==> config.mk <==
export PLATFORM = sky130hd
export DESIGN_NAME = mcr3_input_top
export DESIGN_NICKNAME = d
export VERILOG_FILES = /design/src/design/mcr3_ctrl_pkg.sv /design/src/design/mcr3_game_pkg.sv /design/src/design/control_merge.sv /design/src/design/game_config.sv /design/src/design/mcr3_input_top.sv /design/src/design/port_mapper.sv
export VERILOG_INCLUDE_DIRS = /design/src /design/src/design
export SDC_FILE = /design/constraint.sdc
export NUM_CORES = 1
export LEC_CHECK = 0
export ABC_AREA = 1
export BUFFER_PORTS_ARGS = -buffer_cell sky130_fd_sc_hd__buf_4
export CORE_UTILIZATION = 47
export DETAILED_ROUTE_END_ITERATION = 6
export PLACE_DENSITY = 0.79
export SLEW_MARGIN = 20
export SYNTH_ARGS = -nofsm -noshare
export SYNTH_HDL_FRONTEND = slang
export SYNTH_SLANG_ARGS = --single-unit
==> constraint.sdc <==
create_clock -name clk_sys -period 1.7 [get_ports clk_sys]
set_clock_uncertainty 0.15 [all_clocks]
set_input_delay 0 -clock clk_sys [delete_from_list [all_inputs] [get_ports clk_sys]]
set_output_delay 0 -clock clk_sys [all_outputs]
set_load 0.1 [all_outputs]
==> src/design/mcr3_input_cfg.svh <==
// Key codes, joystick bit positions, download indices and gear constants
`ifndef MCR3_INPUT_CFG_SVH
`define MCR3_INPUT_CFG_SVH

// ==============================
// PS/2 set 2 key codes
// ==============================
`define KEY_UP          9'h075
`define KEY_DOWN        9'h072
`define KEY_LEFT        9'h06B
`define KEY_RIGHT       9'h074
`define KEY_ESC         9'h076
`define KEY_F1          9'h005
`define KEY_F2          9'h006
`define KEY_F3          9'h004
`define KEY_F4          9'h00C
`define KEY_SPACE       9'h029  // Fire A, player 1
`define KEY_ALT         9'h011
`define KEY_CTRL        9'h014
`define KEY_LSHIFT      9'h012
`define KEY_1           9'h016
`define KEY_2           9'h01E
`define KEY_3           9'h026
`define KEY_4           9'h025
`define KEY_5           9'h02E
`define KEY_6           9'h036
`define KEY_7           9'h03D
`define KEY_8           9'h03E
`define KEY_R           9'h02D  // Player 2 stick
`define KEY_F           9'h02B
`define KEY_D           9'h023
`define KEY_G           9'h034
`define KEY_A           9'h01C  // Player 2 buttons
`define KEY_S           9'h01B
`define KEY_Q           9'h015
`define KEY_W           9'h01D

// Joystick word layout
`define JOY_RIGHT_BIT   0
`define JOY_LEFT_BIT    1
`define JOY_DOWN_BIT    2
`define JOY_UP_BIT      3
`define JOY_FIRE_A_BIT  4
`define JOY_FIRE_B_BIT  5
`define JOY_FIRE_C_BIT  6
`define JOY_FIRE_D_BIT  7
`define JOY_START_BIT   8
`define JOY_COIN_BIT    9

// Download stream
`define DL_INDEX_GAME   8'd1
`define DL_INDEX_DIP    8'd254

// Max RPM shifter
`define MAXRPM_GEAR_TOP 3'd4
`define MAXRPM_CODE_0   4'h0
`define MAXRPM_CODE_1   4'h5
`define MAXRPM_CODE_2   4'h6
`define MAXRPM_CODE_3   4'h1
`define MAXRPM_CODE_4   4'h2

`define PORT_IDLE       8'hFF   // No input active

`endif

==> src/design/mcr3_ctrl_pkg.sv <==
// Player-control types: PS/2 event, joystick word, merged player controls
package mcr3_ctrl_pkg;

        // Event from the keyboard, new one on each toggle change
        typedef struct packed {
                logic       toggle;
                logic       pressed;
                logic [8:0] code;
        } ps2_event_t;

        typedef logic [15:0] joy_t;

        // One player's merged controls
        typedef struct packed {
                logic up;
                logic down;
                logic left;
                logic right;
                logic fire_a;
                logic fire_b;
                logic fire_c;
                logic fire_d;
                logic start;
                logic coin;
        } player_ctrl_t;

endpackage

==> src/design/mcr3_game_pkg.sv <==
// Game identity, input port byte and gear state types
package mcr3_game_pkg;

        // Game number as sent in the download stream
        typedef enum logic [1:0] {
                game_rampage    = 2'd0,
                game_sarge      = 2'd1,
                game_powerdrive = 2'd2,
                game_maxrpm     = 2'd3
        } game_id_t;

        typedef logic [7:0] port_byte_t;   // Active-low input port

        typedef logic [2:0] maxrpm_gear_t; // Gear index 0 to 4

        typedef logic [2:0] pdrv_gear_t;   // One toggle bit per player

endpackage

==> src/design/control_merge.sv <==
// PS/2 key state decoder and keyboard/joystick merge for four players
`timescale 1ns/1ps
`include "mcr3_input_cfg.svh"

module control_merge import mcr3_ctrl_pkg::*; (
        input  logic         clk_sys,
        input  logic         reset,
        input  ps2_event_t   ps2_key,
        input  joy_t         joystick_0,
        input  joy_t         joystick_1,
        input  joy_t         joystick_2,
        input  joy_t         joystick_3,
        output player_ctrl_t p1_ctrl,
        output player_ctrl_t p2_ctrl,
        output player_ctrl_t p3_ctrl,
        output player_ctrl_t p4_ctrl
);

        logic       toggle_last;
        logic       new_event;
        logic [7:0] p1_keys;     // Up, down, left, right, fire A to D
        logic [7:0] p2_keys;
        logic [3:0] start_fkey;  // F1 to F4
        logic [3:0] start_digit; // 1 to 4
        logic [3:0] coin_digit;  // 5 to 8
        logic       coin_esc;

        assign new_event = ps2_key.toggle != toggle_last;

        // ==============================
        // Key states
        // ==============================
        always_ff @(posedge clk_sys) begin
                toggle_last <= ps2_key.toggle;
                if (reset) begin
                        p1_keys     <= '0;
                        p2_keys     <= '0;
                        start_fkey  <= '0;
                        start_digit <= '0;
                        coin_digit  <= '0;
                        coin_esc    <= 1'b0;
                end else if (new_event) begin
                        case (ps2_key.code)
                        `KEY_UP:     p1_keys[7]     <= ps2_key.pressed;
                        `KEY_DOWN:   p1_keys[6]     <= ps2_key.pressed;
                        `KEY_LEFT:   p1_keys[5]     <= ps2_key.pressed;
                        `KEY_RIGHT:  p1_keys[4]     <= ps2_key.pressed;
                        `KEY_SPACE:  p1_keys[3]     <= ps2_key.pressed;
                        `KEY_ALT:    p1_keys[2]     <= ps2_key.pressed;
                        `KEY_CTRL:   p1_keys[1]     <= ps2_key.pressed;
                        `KEY_LSHIFT: p1_keys[0]     <= ps2_key.pressed;
                        `KEY_R:      p2_keys[7]     <= ps2_key.pressed;
                        `KEY_F:      p2_keys[6]     <= ps2_key.pressed;
                        `KEY_D:      p2_keys[5]     <= ps2_key.pressed;
                        `KEY_G:      p2_keys[4]     <= ps2_key.pressed;
                        `KEY_A:      p2_keys[3]     <= ps2_key.pressed;
                        `KEY_S:      p2_keys[2]     <= ps2_key.pressed;
                        `KEY_Q:      p2_keys[1]     <= ps2_key.pressed;
                        `KEY_W:      p2_keys[0]     <= ps2_key.pressed;
                        `KEY_F1:     start_fkey[0]  <= ps2_key.pressed;
                        `KEY_F2:     start_fkey[1]  <= ps2_key.pressed;
                        `KEY_F3:     start_fkey[2]  <= ps2_key.pressed;
                        `KEY_F4:     start_fkey[3]  <= ps2_key.pressed;
                        `KEY_1:      start_digit[0] <= ps2_key.pressed;
                        `KEY_2:      start_digit[1] <= ps2_key.pressed;
                        `KEY_3:      start_digit[2] <= ps2_key.pressed;
                        `KEY_4:      start_digit[3] <= ps2_key.pressed;
                        `KEY_5:      coin_digit[0]  <= ps2_key.pressed;
                        `KEY_6:      coin_digit[1]  <= ps2_key.pressed;
                        `KEY_7:      coin_digit[2]  <= ps2_key.pressed;
                        `KEY_8:      coin_digit[3]  <= ps2_key.pressed;
                        `KEY_ESC:    coin_esc       <= ps2_key.pressed;
                        default: ;   // Unmapped key
                        endcase
                end
        end

        // OR of keyboard and joystick for one player
        function automatic player_ctrl_t merge_ctrl(input joy_t joy, input logic [7:0] keys,
                                                    input logic start_key, input logic coin_key);
                player_ctrl_t c;
                c.up     = keys[7] | joy[`JOY_UP_BIT];
                c.down   = keys[6] | joy[`JOY_DOWN_BIT];
                c.left   = keys[5] | joy[`JOY_LEFT_BIT];
                c.right  = keys[4] | joy[`JOY_RIGHT_BIT];
                c.fire_a = keys[3] | joy[`JOY_FIRE_A_BIT];
                c.fire_b = keys[2] | joy[`JOY_FIRE_B_BIT];
                c.fire_c = keys[1] | joy[`JOY_FIRE_C_BIT];
                c.fire_d = keys[0] | joy[`JOY_FIRE_D_BIT];
                c.start  = start_key | joy[`JOY_START_BIT];
                c.coin   = coin_key | coin_esc | joy[`JOY_COIN_BIT];
                return c;
        endfunction

        // Players 3 and 4 get only start and coin keys
        assign p1_ctrl = merge_ctrl(joystick_0, p1_keys, start_fkey[0] | start_digit[0],
                                    coin_digit[0]);
        assign p2_ctrl = merge_ctrl(joystick_1, p2_keys, start_fkey[1] | start_digit[1],
                                    coin_digit[1]);
        assign p3_ctrl = merge_ctrl(joystick_2, 8'h00, start_fkey[2] | start_digit[2],
                                    coin_digit[2]);
        assign p4_ctrl = merge_ctrl(joystick_3, 8'h00, start_fkey[3] | start_digit[3],
                                    coin_digit[3]);

        // Key state only moves on a new keyboard event
        a_keys_need_event: assert property (@(posedge clk_sys) disable iff (reset)
                !new_event |=> $stable({p1_keys, p2_keys, start_fkey, start_digit,
                                        coin_digit, coin_esc}));

endmodule

==> src/design/game_config.sv <==
// Game number and DIP byte 0 capture from the download stream
`timescale 1ns/1ps
`include "mcr3_input_cfg.svh"

module game_config import mcr3_game_pkg::*; (
        input  logic        clk_sys,
        input  logic        reset,
        input  logic        dl_wr,
        input  logic [7:0]  dl_index,
        input  logic [24:0] dl_addr,
        input  port_byte_t  dl_data,
        output game_id_t    game_id,
        output port_byte_t  dip0
);

        logic game_wr;
        logic dip_wr;

        assign game_wr = dl_wr && (dl_index == `DL_INDEX_GAME);
        assign dip_wr  = dl_wr && (dl_index == `DL_INDEX_DIP) && (dl_addr == 25'd0);

        always_ff @(posedge clk_sys) begin
                if (reset) begin
                        game_id <= game_rampage;
                        dip0    <= `PORT_IDLE;  // All switches off
                end else begin
                        if (game_wr)
                                game_id <= game_id_t'(dl_data[1:0]);
                        if (dip_wr)
                                dip0 <= dl_data;
                end
        end

        // Only four games exist in this family
        a_game_number_range: assert property (@(posedge clk_sys) disable iff (reset)
                game_wr |-> dl_data < 8'd4);

endmodule

==> src/design/mcr3_input_top.sv <==
// Player-input front end: control merge, game config and port mapper
`timescale 1ns/1ps

module mcr3_input_top import mcr3_ctrl_pkg::*, mcr3_game_pkg::*; (
        input  logic        clk_sys,
        input  logic        reset,
        input  ps2_event_t  ps2_key,
        input  joy_t        joystick_0,
        input  joy_t        joystick_1,
        input  joy_t        joystick_2,
        input  joy_t        joystick_3,
        input  logic        dl_wr,
        input  logic [7:0]  dl_index,
        input  logic [24:0] dl_addr,
        input  port_byte_t  dl_data,
        input  logic        service,
        input  logic [1:0]  snd_stat,
        output port_byte_t  input0,
        output port_byte_t  input1,
        output port_byte_t  input2,
        output port_byte_t  input3,
        output port_byte_t  input4,
        output logic        sounds_good
);

        player_ctrl_t p1_ctrl;
        player_ctrl_t p2_ctrl;
        player_ctrl_t p3_ctrl;
        player_ctrl_t p4_ctrl;
        game_id_t     game_id;
        port_byte_t   dip0;

        control_merge control_merge_inst (
                .clk_sys    (clk_sys),
                .reset      (reset),
                .ps2_key    (ps2_key),
                .joystick_0 (joystick_0),
                .joystick_1 (joystick_1),
                .joystick_2 (joystick_2),
                .joystick_3 (joystick_3),
                .p1_ctrl    (p1_ctrl),
                .p2_ctrl    (p2_ctrl),
                .p3_ctrl    (p3_ctrl),
                .p4_ctrl    (p4_ctrl)
        );

        game_config game_config_inst (
                .clk_sys  (clk_sys),
                .reset    (reset),
                .dl_wr    (dl_wr),
                .dl_index (dl_index),
                .dl_addr  (dl_addr),
                .dl_data  (dl_data),
                .game_id  (game_id),
                .dip0     (dip0)
        );

        port_mapper port_mapper_inst (
                .clk_sys     (clk_sys),
                .reset       (reset),
                .p1_ctrl     (p1_ctrl),
                .p2_ctrl     (p2_ctrl),
                .p3_ctrl     (p3_ctrl),
                .p4_ctrl     (p4_ctrl),
                .game_id     (game_id),
                .dip0        (dip0),
                .service     (service),
                .snd_stat    (snd_stat),
                .input0      (input0),
                .input1      (input1),
                .input2      (input2),
                .input3      (input3),
                .input4      (input4),
                .sounds_good (sounds_good)
        );

endmodule

==> src/design/port_mapper.sv <==
// Max RPM and Power Drive gear logic, per-game input port assembly
`timescale 1ns/1ps
`include "mcr3_input_cfg.svh"

module port_mapper import mcr3_ctrl_pkg::*, mcr3_game_pkg::*; (
        input  logic         clk_sys,
        input  logic         reset,
        input  player_ctrl_t p1_ctrl,
        input  player_ctrl_t p2_ctrl,
        input  player_ctrl_t p3_ctrl,
        input  player_ctrl_t p4_ctrl,
        input  game_id_t     game_id,
        input  port_byte_t   dip0,
        input  logic         service,
        input  logic [1:0]   snd_stat,
        output port_byte_t   input0,
        output port_byte_t   input1,
        output port_byte_t   input2,
        output port_byte_t   input3,
        output port_byte_t   input4,
        output logic         sounds_good
);

        player_ctrl_t p1_last;
        player_ctrl_t p2_last;
        player_ctrl_t p3_last;
        maxrpm_gear_t gear_1;
        maxrpm_gear_t gear_2;
        pdrv_gear_t   pdrv_gear;

        // Start wins, then shift up, then shift down
        function automatic maxrpm_gear_t step_gear(input maxrpm_gear_t gear,
                                                   input player_ctrl_t now,
                                                   input player_ctrl_t last);
                if (now.start)
                        return 3'd0;
                if (now.fire_a && !last.fire_a && gear != `MAXRPM_GEAR_TOP)
                        return gear + 3'd1;
                if (now.fire_b && !last.fire_b && gear != 3'd0)
                        return gear - 3'd1;
                return gear;
        endfunction

        function automatic logic [3:0] gear_code(input maxrpm_gear_t gear);
                case (gear)
                3'd1:    return `MAXRPM_CODE_1;
                3'd2:    return `MAXRPM_CODE_2;
                3'd3:    return `MAXRPM_CODE_3;
                3'd4:    return `MAXRPM_CODE_4;
                default: return `MAXRPM_CODE_0;
                endcase
        endfunction

        // ==============================
        // Gear state
        // ==============================
        always_ff @(posedge clk_sys) begin
                if (reset) begin
                        p1_last   <= '0;
                        p2_last   <= '0;
                        p3_last   <= '0;
                        gear_1    <= '0;
                        gear_2    <= '0;
                        pdrv_gear <= '0;
                end else begin
                        p1_last <= p1_ctrl;
                        p2_last <= p2_ctrl;
                        p3_last <= p3_ctrl;
                        gear_1  <= step_gear(gear_1, p1_ctrl, p1_last);
                        gear_2  <= step_gear(gear_2, p2_ctrl, p2_last);
                        // Power Drive low/high shifter per player
                        pdrv_gear <= pdrv_gear ^ ({p3_ctrl.fire_d, p2_ctrl.fire_d, p1_ctrl.fire_d}
                                & ~{p3_last.fire_d, p2_last.fire_d, p1_last.fire_d});
                end
        end

        // ==============================
        // Port assembly, all active low
        // ==============================
        always_comb begin
                input0      = `PORT_IDLE;
                input1      = `PORT_IDLE;
                input2      = `PORT_IDLE;
                input3      = dip0;
                input4      = `PORT_IDLE;
                sounds_good = !(game_id == game_sarge || game_id == game_maxrpm);
                case (game_id)
                game_rampage: begin
                        input0 = ~{2'b00, service, 3'b000, p2_ctrl.coin, p1_ctrl.coin};
                        input1 = ~{2'b00, p1_ctrl.fire_b, p1_ctrl.fire_a,
                                   p1_ctrl.left, p1_ctrl.down, p1_ctrl.right, p1_ctrl.up};
                        input2 = ~{2'b00, p2_ctrl.fire_b, p2_ctrl.fire_a,
                                   p2_ctrl.left, p2_ctrl.down, p2_ctrl.right, p2_ctrl.up};
                        input4 = ~{2'b00, p3_ctrl.fire_b, p3_ctrl.fire_a,
                                   p3_ctrl.left, p3_ctrl.down, p3_ctrl.right, p3_ctrl.up};
                end
                game_sarge: begin  // Twin stick, either button fires
                        input0 = ~{2'b00, service, 1'b0, p2_ctrl.start, p1_ctrl.start,
                                   p2_ctrl.coin, p1_ctrl.coin};
                        input1 = ~{{2{p1_ctrl.fire_a | p1_ctrl.fire_b}},
                                   {2{p2_ctrl.fire_a | p2_ctrl.fire_b}},
                                   p1_ctrl.down, p1_ctrl.up, p2_ctrl.down, p2_ctrl.up};
                        input2 = ~{{2{p3_ctrl.fire_a | p3_ctrl.fire_b}},
                                   {2{p4_ctrl.fire_a | p4_ctrl.fire_b}},
                                   p3_ctrl.down, p3_ctrl.up, p4_ctrl.down, p4_ctrl.up};
                end
                game_maxrpm: begin
                        input0 = ~{service, 3'b000, p1_ctrl.start, p2_ctrl.start,
                                   p1_ctrl.coin, p2_ctrl.coin};
                        input2 = ~{gear_code(gear_1), gear_code(gear_2)};
                end
                game_powerdrive: begin
                        input0 = ~{2'b00, service, 2'b00, p3_ctrl.coin, p2_ctrl.coin,
                                   p1_ctrl.coin};
                        input1 = ~{p2_ctrl.fire_b, p2_ctrl.fire_a, pdrv_gear[1], p2_ctrl.fire_c,
                                   p1_ctrl.fire_b, p1_ctrl.fire_a, pdrv_gear[0], p1_ctrl.fire_c};
                        input2 = ~{snd_stat[0], 3'b000, p3_ctrl.fire_b, p3_ctrl.fire_a,
                                   pdrv_gear[2], p3_ctrl.fire_c};
                end
                default: ;
                endcase
        end

        a_gear_in_range: assert property (@(posedge clk_sys) disable iff (reset)
                gear_1 <= `MAXRPM_GEAR_TOP && gear_2 <= `MAXRPM_GEAR_TOP);

endmodule

==> results.toml, run 1 <==
[outcome]
status = "finished, violations left"
violations = "setup timing"

[place]
hpwl_um = 8110
port_buffers = 126
dp_cells = 752
routabilityCongestion = 0.933

[drt]
drt_pass1_iterations = 5
drt_iter0_markers = 288
routed_wl_um = 12800
drc = 0
wl_per_cell_um = 15.8
num_vias = 4337
via_per_inst = 5.36
ant_nets = 0

[yosys]
ys_ff_latch = 51
syn_area_um2 = 3340
ys.warnings.count = 0
ys_types = 40
async_flop_share_pct = 0
synth_cells = 529
synth-edff-count = 0
synthFlopType = "dfxtp_1"
synth-seq-area-share_pct = 30.6
avgSynthCellArea_um2 = 6.31

[setup_path]
worstPathCellList = "buf_12 > nor2_8 > inv_6 > or2_4 > o2111ai_4 > buf_12"
cp.arrival_ps = 1690
reg2reg_to = "port_mapper_inst.gear_1[2]$_SDFFE_PP0P_"
cp_data_required_time_ps = 1550
ff2ff_setup_slack_ps = 60
endpoint_kind = "primary output"
cp_common_cell = "buf_12"
reg2reg_from = "port_mapper_inst.gear_1[0]$_SDFFE_PP0P_"
worstRegToRegCells = 9
max_stage_delay_ps = 410
critPathLaunchType = "register"
path_class = "reg -> out"
critical_path.slowest_cell = "dfxtp_4"
critical_path_peak_fanout = 7

[global_route]
grtUsageTotal_pct = 30.3
grt_overflow = 0
grt_first_pass_wirelength_um = 17600
grt_max_degree = 23
antenna_found_initial = 0
grt_pass1_vias = 3961

[timing]
fmax_mhz = 544
finalCriticalPeriod_ps = 1840
rsz0062_at_grt = "yes"
hold_viol_final = 0
worst_slew_pin_slew_ps = 557
setup_violations = 12
setup_ws_ps = -139
finalCritPeriodShare_pct = 108
maxSlewViolCount = 0
relSlewSlack_pct = 62.5

[finish]
multi_input_area_um2 = 2320
drive_gt1_share_pct = 34.2
final.fill_count = 435
stdcell_count = 809
antenna_cells = 0
layout.nets = 846
fin_util_pct = 83.2
area_growth_pct = 70.4
regArea_um2 = 1040

[clocking]
clock_latency_ps = 320
cts-buffers-inserted = 5
clock_sinks = 51
clk_pin_slew_worst_paths_ps = 100
clockBufferDepth = 2
cts_tree = "done"
h-tree-depth = 2
clk_root_buffer_cell = "clkbuf_8"

[floorplanning]
start_util_pct = 48.8
die_area_um2 = 7440
rows = 30
core_area_um2 = 6830
die_h_um = 86.3
dieWidth_um = 86.3
io_pins = 163

[worst_hold_path]
whs_path_depth = 8
worstHoldEndpoint = "game_config_inst.dip0[6]$_SDFFE_PP1P_"
min_from = "dl_addr[2]"
holdCritPathClass = "in -> reg"

[power_and_ir_drop]
power.share.clock_pct = 29.0
internal-power_mw = 2.13
switching_share_pct = 33.9
powerDensity_nw_per_um2 = 565
leakagePower_nw = 2.72
p_comb_share_pct = 32.1
switching_power_mw = 1.09
vdd_drop_max_v = 0.000371
seqPwrFrac_pct = 38.9

[run]
maxCapViolCount = 0
-- cell usage after synthesis, drive strengths merged (4+ instances only) --
master,number,share of area (%)
nor3,12,2.4
a21oi,24,3.6
inv,85,9.9
o311ai,4,1.5
nand2,126,14
nor2,102,13
o21ai,16,2.4
or2,4,0.75
ha,12,4.5
buf,8,1.8
nand3,42,6.4
nand4,9,1.7
o21bai,8,1.8
dfxtp,51,31
o2111ai,6,1.6
clkbuf,5,0.56
-- stage by stage --
stage               hold WS, ps  TNS, ps  instance area (µm²)  worst slack, ps  power [mW]
floorplan                  -122    -2000                 3580             -648        1.79
global placement          -28.9        0                 4650             63.6        2.08
detailed placement        -25.6        0                 4650             11.2        2.10
CTS                        47.5     -230                 5390            -73.7        3.12
global route               63.7    -1430                 5690             -198        3.34
finish                     41.3     -698                 5690             -139        3.22
-- final cells by class --
type / count / share of cell area (%)
Tap cell: 96 / 2.11
Multi-Input combinational cell: 382 / 40.7
Clock inverter: 2 / 0.682
Timing Repair Buffer: 186 / 30.1
Inverter: 86 / 6.69
Clock buffer: 6 / 1.45
Sequential cell: 51 / 18.3
-- worst max-delay path, delay by kind of cell, from the launching register on --
family,cells,cell delay [ps]
buf+inv,3,420
simple gates,2,440
flops,1,410
compound gates,1,90
-- how the worst max path moves through the flow --
stage | from | end | slack, ps
finish | game_config_inst.game_id[1]$_SDFFE_PP0P_ | input2[0] | -140
global route | port_mapper_inst.gear_1[2]$_SDFFE_PP0P_ | input2[4] | -200
CTS | port_mapper_inst.gear_1[0]$_SDFFE_PP0P_ | input2[4] | -70
detailed placement | port_mapper_inst.gear_1[0]$_SDFFE_PP0P_ | port_mapper_inst.gear_1[2]$_SDFFE_PP0P_ | 10
global placement | port_mapper_inst.gear_1[0]$_SDFFE_PP0P_ | input2[4] | 60
floorplan | game_config_inst.game_id[0]$_SDFFE_PP0P_ | input2[2] | -650
-- state kept, by name, indices dropped and copies added, names as in the netlist --
signal                          count
port_mapper_inst.gear_1             3
game_config_inst.dip0               8
control_merge_inst.coin_digit       3
game_config_inst.game_id            2
control_merge_inst.start_digit      2
control_merge_inst.p2_keys          8
control_merge_inst.p1_keys          8
control_merge_inst.toggle_last      1
port_mapper_inst.p3_last            1
port_mapper_inst.pdrv_gear          3
control_merge_inst.coin_esc         1
port_mapper_inst.gear_2             3
port_mapper_inst.p2_last            3
control_merge_inst.start_fkey       2
port_mapper_inst.p1_last            3
-- cell families after synthesis --
family / after synthesis / synth area share [%]
compound gates: 63 / 11.9
xor+xnor: 2 / 0.525
flops: 51 / 30.6
simple gates: 301 / 40.0
buf+inv: 99 / 12.4
other cells: 1 / 0.112
fa+ha+maj: 12 / 4.50
-- per-layer routing --
layer | routed length (µm) | vias up | GRT usage [%]
li1 | - | 2041 | -
met1 | 4820 | 1988 | 34.1
met2 | 6430 | 258 | 54.8
met3 | 1000 | 50 | 5.62
met4 | 507 | 0 | 15.2
met5 | 0 | - | 0
-- power by group through the flow --
stage / clock [mW] / sequential, mW / combinational [mW]
floorplan: 0 / 1.26 / 0.532
global placement: 0 / 1.27 / 0.817
detailed placement: 0 / 1.27 / 0.830
CTS: 0.933 / 1.24 / 0.941
global route: 0.994 / 1.25 / 1.09
finish: 0.933 / 1.25 / 1.03
-- timing repair --
| item | in CTS | in global routing |
|---|---|---|
| setup buffers | 8 | 7 |
| pin swaps | 6 | 13 |
| endpoints found under the hold margin | 50 | 0 |
| endpoints found under the setup margin | 19 | 23 |
| hold buffers | 34 | 0 |
| gates resized for setup | 62 | 61 |
-- cell usage in the layout (no fill, tap or decap), types with 4 or more instances in the layout --
cell type      count
dlygate4sd3_1     33
nor3_1             8
a21oi_1           18
nand3_1           38
buf_4            128
clkbuf_8           6
dfxtp_4            4
nor2_1            91
buf_6              8
o2111ai_4          6
inv_8              4
o21ai_0           10
dfxtp_1           45
nor3_2             4
inv_1             70
o21bai_1           8
conb_1             4
nand2_2            7
nand2_1          117
buf_12            15
nand4_1            9
a21oi_4            4
ha_1               5
inv_2              6
nor2_2             9
ha_4               6
Note: power is estimated with default switching activity, not from simulation.
==> run 2: changes to the inputs <==
--- a/config.mk
+++ b/config.mk
@@ -7,7 +7,7 @@
 export NUM_CORES = 1
 export LEC_CHECK = 0
 export ABC_AREA = 1
-export BUFFER_PORTS_ARGS = -buffer_cell sky130_fd_sc_hd__buf_4
+export BUFFER_PORTS_ARGS = -buffer_cell sky130_fd_sc_hd__buf_2
 export CORE_UTILIZATION = 47
 export DETAILED_ROUTE_END_ITERATION = 6
 export PLACE_DENSITY = 0.79
==> run 2 against run 1 <==
  * Flip-flop and latch count unchanged
  * Critical endpoint is now input1[2]
  * Via count is 3.9% lower
  * Wire length shrank 3.4%
  * The flow finishes with violations (hold timing, setup timing)
==> results.toml, run 2 (synthesized netlist as in run 1, its figures left out) <==
[outcome]
status = "finished, violations left"
violations = "hold timing, setup timing"

[clocking]
clock_latency_ps = 310
clk_root_buffer_cell = "clkbuf_8"
cts_tree = "done"
clk_pin_slew_worst_paths_ps = 110
cts-buffers-inserted = 5
h-tree-depth = 2
clockBufferDepth = 2
clock_sinks = 51

[floorplanning]
start_util_pct = 48.8
die_h_um = 86.3
io_pins = 163
core_area_um2 = 6830
dieWidth_um = 86.3
rows = 30
die_area_um2 = 7440

[timing]
hold_viol_final = 1
whs_ps = -0.406
maxSlewViolCount = 0
relSlewSlack_pct = 58.1
setup_violations = 12
finalCritPeriodShare_pct = 107
worst_slew_pin_slew_ps = 622
fmax_mhz = 551
setup_ws_ps = -116
finalCriticalPeriod_ps = 1820
rsz0062_at_grt = "yes"

[power_and_ir_drop]
seqPwrFrac_pct = 41.9
vdd_drop_max_v = 0.000583
power.share.clock_pct = 25.5
internal-power_mw = 1.89
p_comb_share_pct = 32.5
powerDensity_nw_per_um2 = 549
leakagePower_nw = 2.60
switching_power_mw = 1.08
switching_share_pct = 36.3

[finish]
fin_util_pct = 79.3
final_cell_mix = "118 x nand2_1, 98 x buf_2, 91 x nor2_1"
top_regs = "control_merge_inst.p1_keys: 8 flops, control_merge_inst.p2_keys: 8 flops, game_config_inst.dip0: 8 flops"
stdcell_count = 798
layout.nets = 835
drive_gt1_share_pct = 32.8
final_common_cell = "nand2_1"
antenna_cells = 0
area_growth_pct = 62.4

[setup_path]
cp_data_required_time_ps = 1550
endpoint_kind = "primary output"
cp.arrival_ps = 1670
path_class = "reg -> out"
critical_path_peak_fanout = 13
critPathLaunchType = "register"

[drt]
drt_pass1_iterations = 5
via_per_inst = 5.22
ant_nets = 0
wl_per_cell_um = 15.4
routed_wl_um = 12300
drc = 0
num_vias = 4167
drt_iter0_markers = 291

[global_route]
grt_pass1_vias = 3981
grt_max_degree = 23
antenna_found_initial = 0
grt_first_pass_wirelength_um = 17700
grtUsageTotal_pct = 30.4
grt_overflow = 0

[run]
maxCapViolCount = 0

[worst_hold_path]
holdCritPathClass = "in -> reg"

[place]
hpwl_um = 8080
port_buffers = 126
dp_cells = 747
routabilityCongestion = 0.950
run 2: layout make-up:
type                            instances  area [µm²]
Tap cell                               96         120
Clock inverter                          3        27.5
Multi-Input combinational cell        382        2260
Timing Repair Buffer                  175        1530
Fill cell                             464        1410
Inverter                               86         370
Sequential cell                        51        1040
Clock buffer                            5        68.8
run 2: final timing paths:
path | slack (ps) | startpoint | end | cells past startpoint
max | -120 | game_config_inst.game_id[1]$_SDFFE_PP0P_ | input1[2] | 6
max reg2reg | 80 | control_merge_inst.toggle_last$_DFF_P_ | control_merge_inst.p2_keys[0]$_SDFFE_PP0P_ | 7
min reg2reg | 330 | control_merge_inst.p2_keys[7]$_SDFFE_PP0P_ | control_merge_inst.p2_keys[7]$_SDFFE_PP0P_ | 2
min | -0.4 | joystick_1[5] | port_mapper_inst.p2_last[4]$_SDFF_PP0_ | 4
run 2: power groups by stage:
stage	Combinational (mW)	Clock, mW	Sequential (mW)
floorplan	0.532	0	1.26
global placement	0.827	0	1.27
detailed placement	0.845	0	1.27
CTS	0.927	0.767	1.25
global route	1.02	0.824	1.25
finish	0.968	0.759	1.25
run 2: per-stage QoR:
step | cell area (µm²) | power (mW) | setup TNS, ps | worst slack (ps)
after floorplan | 3580 | 1.79 | -2000 | -648
after global routing | 5420 | 3.10 | -1340 | -139
after global placement | 4700 | 2.09 | 0 | 93.8
final | 5420 | 2.97 | -535 | -116
after CTS | 5300 | 2.94 | -233 | -65.2
after detailed placement | 4700 | 2.11 | 0 | 5.66
run 2: repair_timing:
| item | in CTS | in global routing |
|---|---|---|
| buffers inserted | 12 | 3 |
| hold buffers | 28 | 0 |
| setup endpoints to repair | 17 | 22 |
| pin swaps | 9 | 9 |
| resized for setup | 38 | 23 |
| hold endpoints to repair | 42 | 0 |
run 2: worst max-delay path, cell delays in order, from the launching register on:
cell       delay [ps]
dfxtp_4           410
inv_8             100
nand2_8           100
inv_6             130
nand3_1           210
o2111ai_4         170
buf_12            210
run 2: routing by layer:
layer  up-vias  wire length (µm)  part of all wire, %  GRT usage (%)
met5         -                 0                    0              0
met3        41               873                  7.1           5.90
met2       208              6410                   52           57.8
met4         0               468                  3.8           9.70
met1      1902              4570                   37           33.9
li1       2016                 -                    -              -
==> run 3: changes to the inputs <==
--- a/config.mk
+++ b/config.mk
@@ -11,6 +11,7 @@
 export CORE_UTILIZATION = 47
 export DETAILED_ROUTE_END_ITERATION = 6
 export PLACE_DENSITY = 0.79
+export SETUP_SLACK_MARGIN = 0.15
 export SLEW_MARGIN = 20
 export SYNTH_ARGS = -nofsm -noshare
 export SYNTH_HDL_FRONTEND = slang
==> run 3 against run 2 <==
  * The run still ends with hold timing, setup timing left
  * Wire length is 42% higher
  * Cell count up 2.1%
  * Cell area grew 10%
  * Core utilization up 8.2 points
  * Total power is 7.8% higher
  * First-iteration DRC count grew 85%
  * Global-route usage up 7.1 points
  * Critical path type unchanged
  * Critical endpoint is now input2[2]
==> results.toml, run 3 (synthesized netlist as in run 1, its figures left out) <==
[setup_path]
cp.arrival_ps = 2100
critical_path.slowest_cell = "a31oi_2"
critPathLaunchType = "register"
cp_data_required_time_ps = 1550
worstPathCellList = "inv_2 > ha_1 > nand2_1 > a31oi_2 > o211ai_1 > buf_12"
max_stage_delay_ps = 370
cp-startpoint = "port_mapper_inst.gear_2[1]$_SDFFE_PP0P_"
reg2reg_from = "port_mapper_inst.gear_1[1]$_SDFFE_PP0P_"
cpLargestDelayFamily = "compound AO/OA/AOI/OAI gates"
path_class = "reg -> out"
endpoint_kind = "primary output"
crit_buf_inv = 2
critical_path_peak_fanout = 4

[clocking]
cts-buffers-inserted = 5
postCtsHoldBufs = 27
clockBufferDepth = 2
clk_pin_slew_worst_paths_ps = 110
clock_sinks = 51
clock_latency_ps = 310
clk_root_buffer_cell = "clkbuf_8"
cts_tree = "done"
h-tree-depth = 2

[place]
routabilityCongestion = 0.889
port_buffers = 126
dpl_cell_area_um2 = 4730
pre_cts_ws_ps = 41.9
dp_cells = 748
hpwl_um = 8240

[finish]
final_cell_area_um2 = 5980
final_common_cell = "nand2_1"
area_growth_pct = 79.1
drive_gt1_share_pct = 41.3
stdcell_count = 815
top_regs = "control_merge_inst.p1_keys: 8 flops, control_merge_inst.p2_keys: 8 flops, game_config_inst.dip0: 8 flops"
fin_util_pct = 87.5
antenna_cells = 0
final.fill_count = 312
final_cell_mix = "100 x nand2_1, 97 x buf_2, 85 x nor2_1"
layout.nets = 853

[timing]
maxSlewViolCount = 0
setup_tns_ps = -2470
hold_viol_final = 5
finalCriticalPeriod_ps = 2250
whs_ps = -105
worst_slew_pin_slew_ps = 632
setup_ws_ps = -549
rsz0062_at_grt = "yes"
finalCritPeriodShare_pct = 132
setup_violations = 20
relSlewSlack_pct = 57.7
fmax_mhz = 445

[power_and_ir_drop]
vdd_drop_max_v = 0.000529
power.total_mw = 3.21
powerDensity_nw_per_um2 = 537
leakagePower_nw = 2.79

[worst_hold_path]
min_from = "joystick_0[8]"
holdCritPathClass = "in -> reg"

[floorplanning]
dieWidth_um = 86.3
start_util_pct = 48.8
rows = 30
die_area_um2 = 7440
io_pins = 163
core_area_um2 = 6830
die_h_um = 86.3

[drt]
via_per_inst = 6.01
wl_per_cell_um = 21.5
drt_iter0_markers = 538
drc = 0
num_vias = 4898
drt_pass1_iterations = 6
routed_wl_um = 17500
ant_nets = 0

[outcome]
status = "finished, violations left"
violations = "hold timing, setup timing"

[global_route]
grt_max_degree = 24
antenna_found_initial = 0
grt_pass1_vias = 4437
grtUsageTotal_pct = 37.5
grt_first_pass_wirelength_um = 21600
grt_overflow = 0

[run]
maxCapViolCount = 0
## run 3: changes by cell type in the layout (fill, tap and decap cells not counted), sizes merged
| cell | change |
|---|---|
| buf | +19 |
| clkbuf | +1 |
| dlygate4sd3 | -1 |
| inv | -2 |
## run 3: layer usage
layer | GRT usage, % | routed length, µm | up-vias
met4 | 21.8 | 1780 | 0
met1 | 43.4 | 5770 | 2212
met5 | 0 | 0 | -
met2 | 65.5 | 7820 | 469
li1 | - | - | 2057
met3 | 6.29 | 2130 | 160
## run 3: tightest hold or removal path, stage by stage
cell and delay [ps]:
buf_2 100, nor3_4 70, nand4_1 100, a21oi_1 60
## run 3: path summary, 6_finish.rpt
kind                                                              endpoint  slack, ps  depth (start not counted)
worst max-delay path                                             input2[2]       -550                          6
worst min-delay path               port_mapper_inst.gear_1[1]$_SDFFE_PP0P_       -100                          4
worst max register to register     port_mapper_inst.gear_1[2]$_SDFFE_PP0P_        -40                          9
worst min register to register  control_merge_inst.p2_keys[5]$_SDFFE_PP0P_        320                          2
## run 3: area by class of cell
class / instances / area [µm²] / share of cell area (%)
multi-input cells: 382 / 2600 / 43.5
repair buffers: 193 / 1730 / 29.0
flip-flops and latches: 51 / 1040 / 17.4
inverters: 86 / 383 / 6.41
well taps: 96 / 120 / 2.01
clock buffers: 6 / 93.8 / 1.57
clock inverters: 1 / 7.51 / 0.126
## run 3: power by group
group          internal [mW]  switching [mW]  leakage [nW]
combinational          0.420           0.709          2.32
sequential              1.22          0.0369         0.419
clock                  0.373           0.449        0.0484
## run 3: timing repair
action | 4_1_cts | 5_1_grt
gates resized for setup | 86 | 64
endpoints found under the hold margin | 36 | 4
endpoints found under the setup margin | 32 | 45
buffers inserted | 25 | 8
pin swaps | 16 | 12
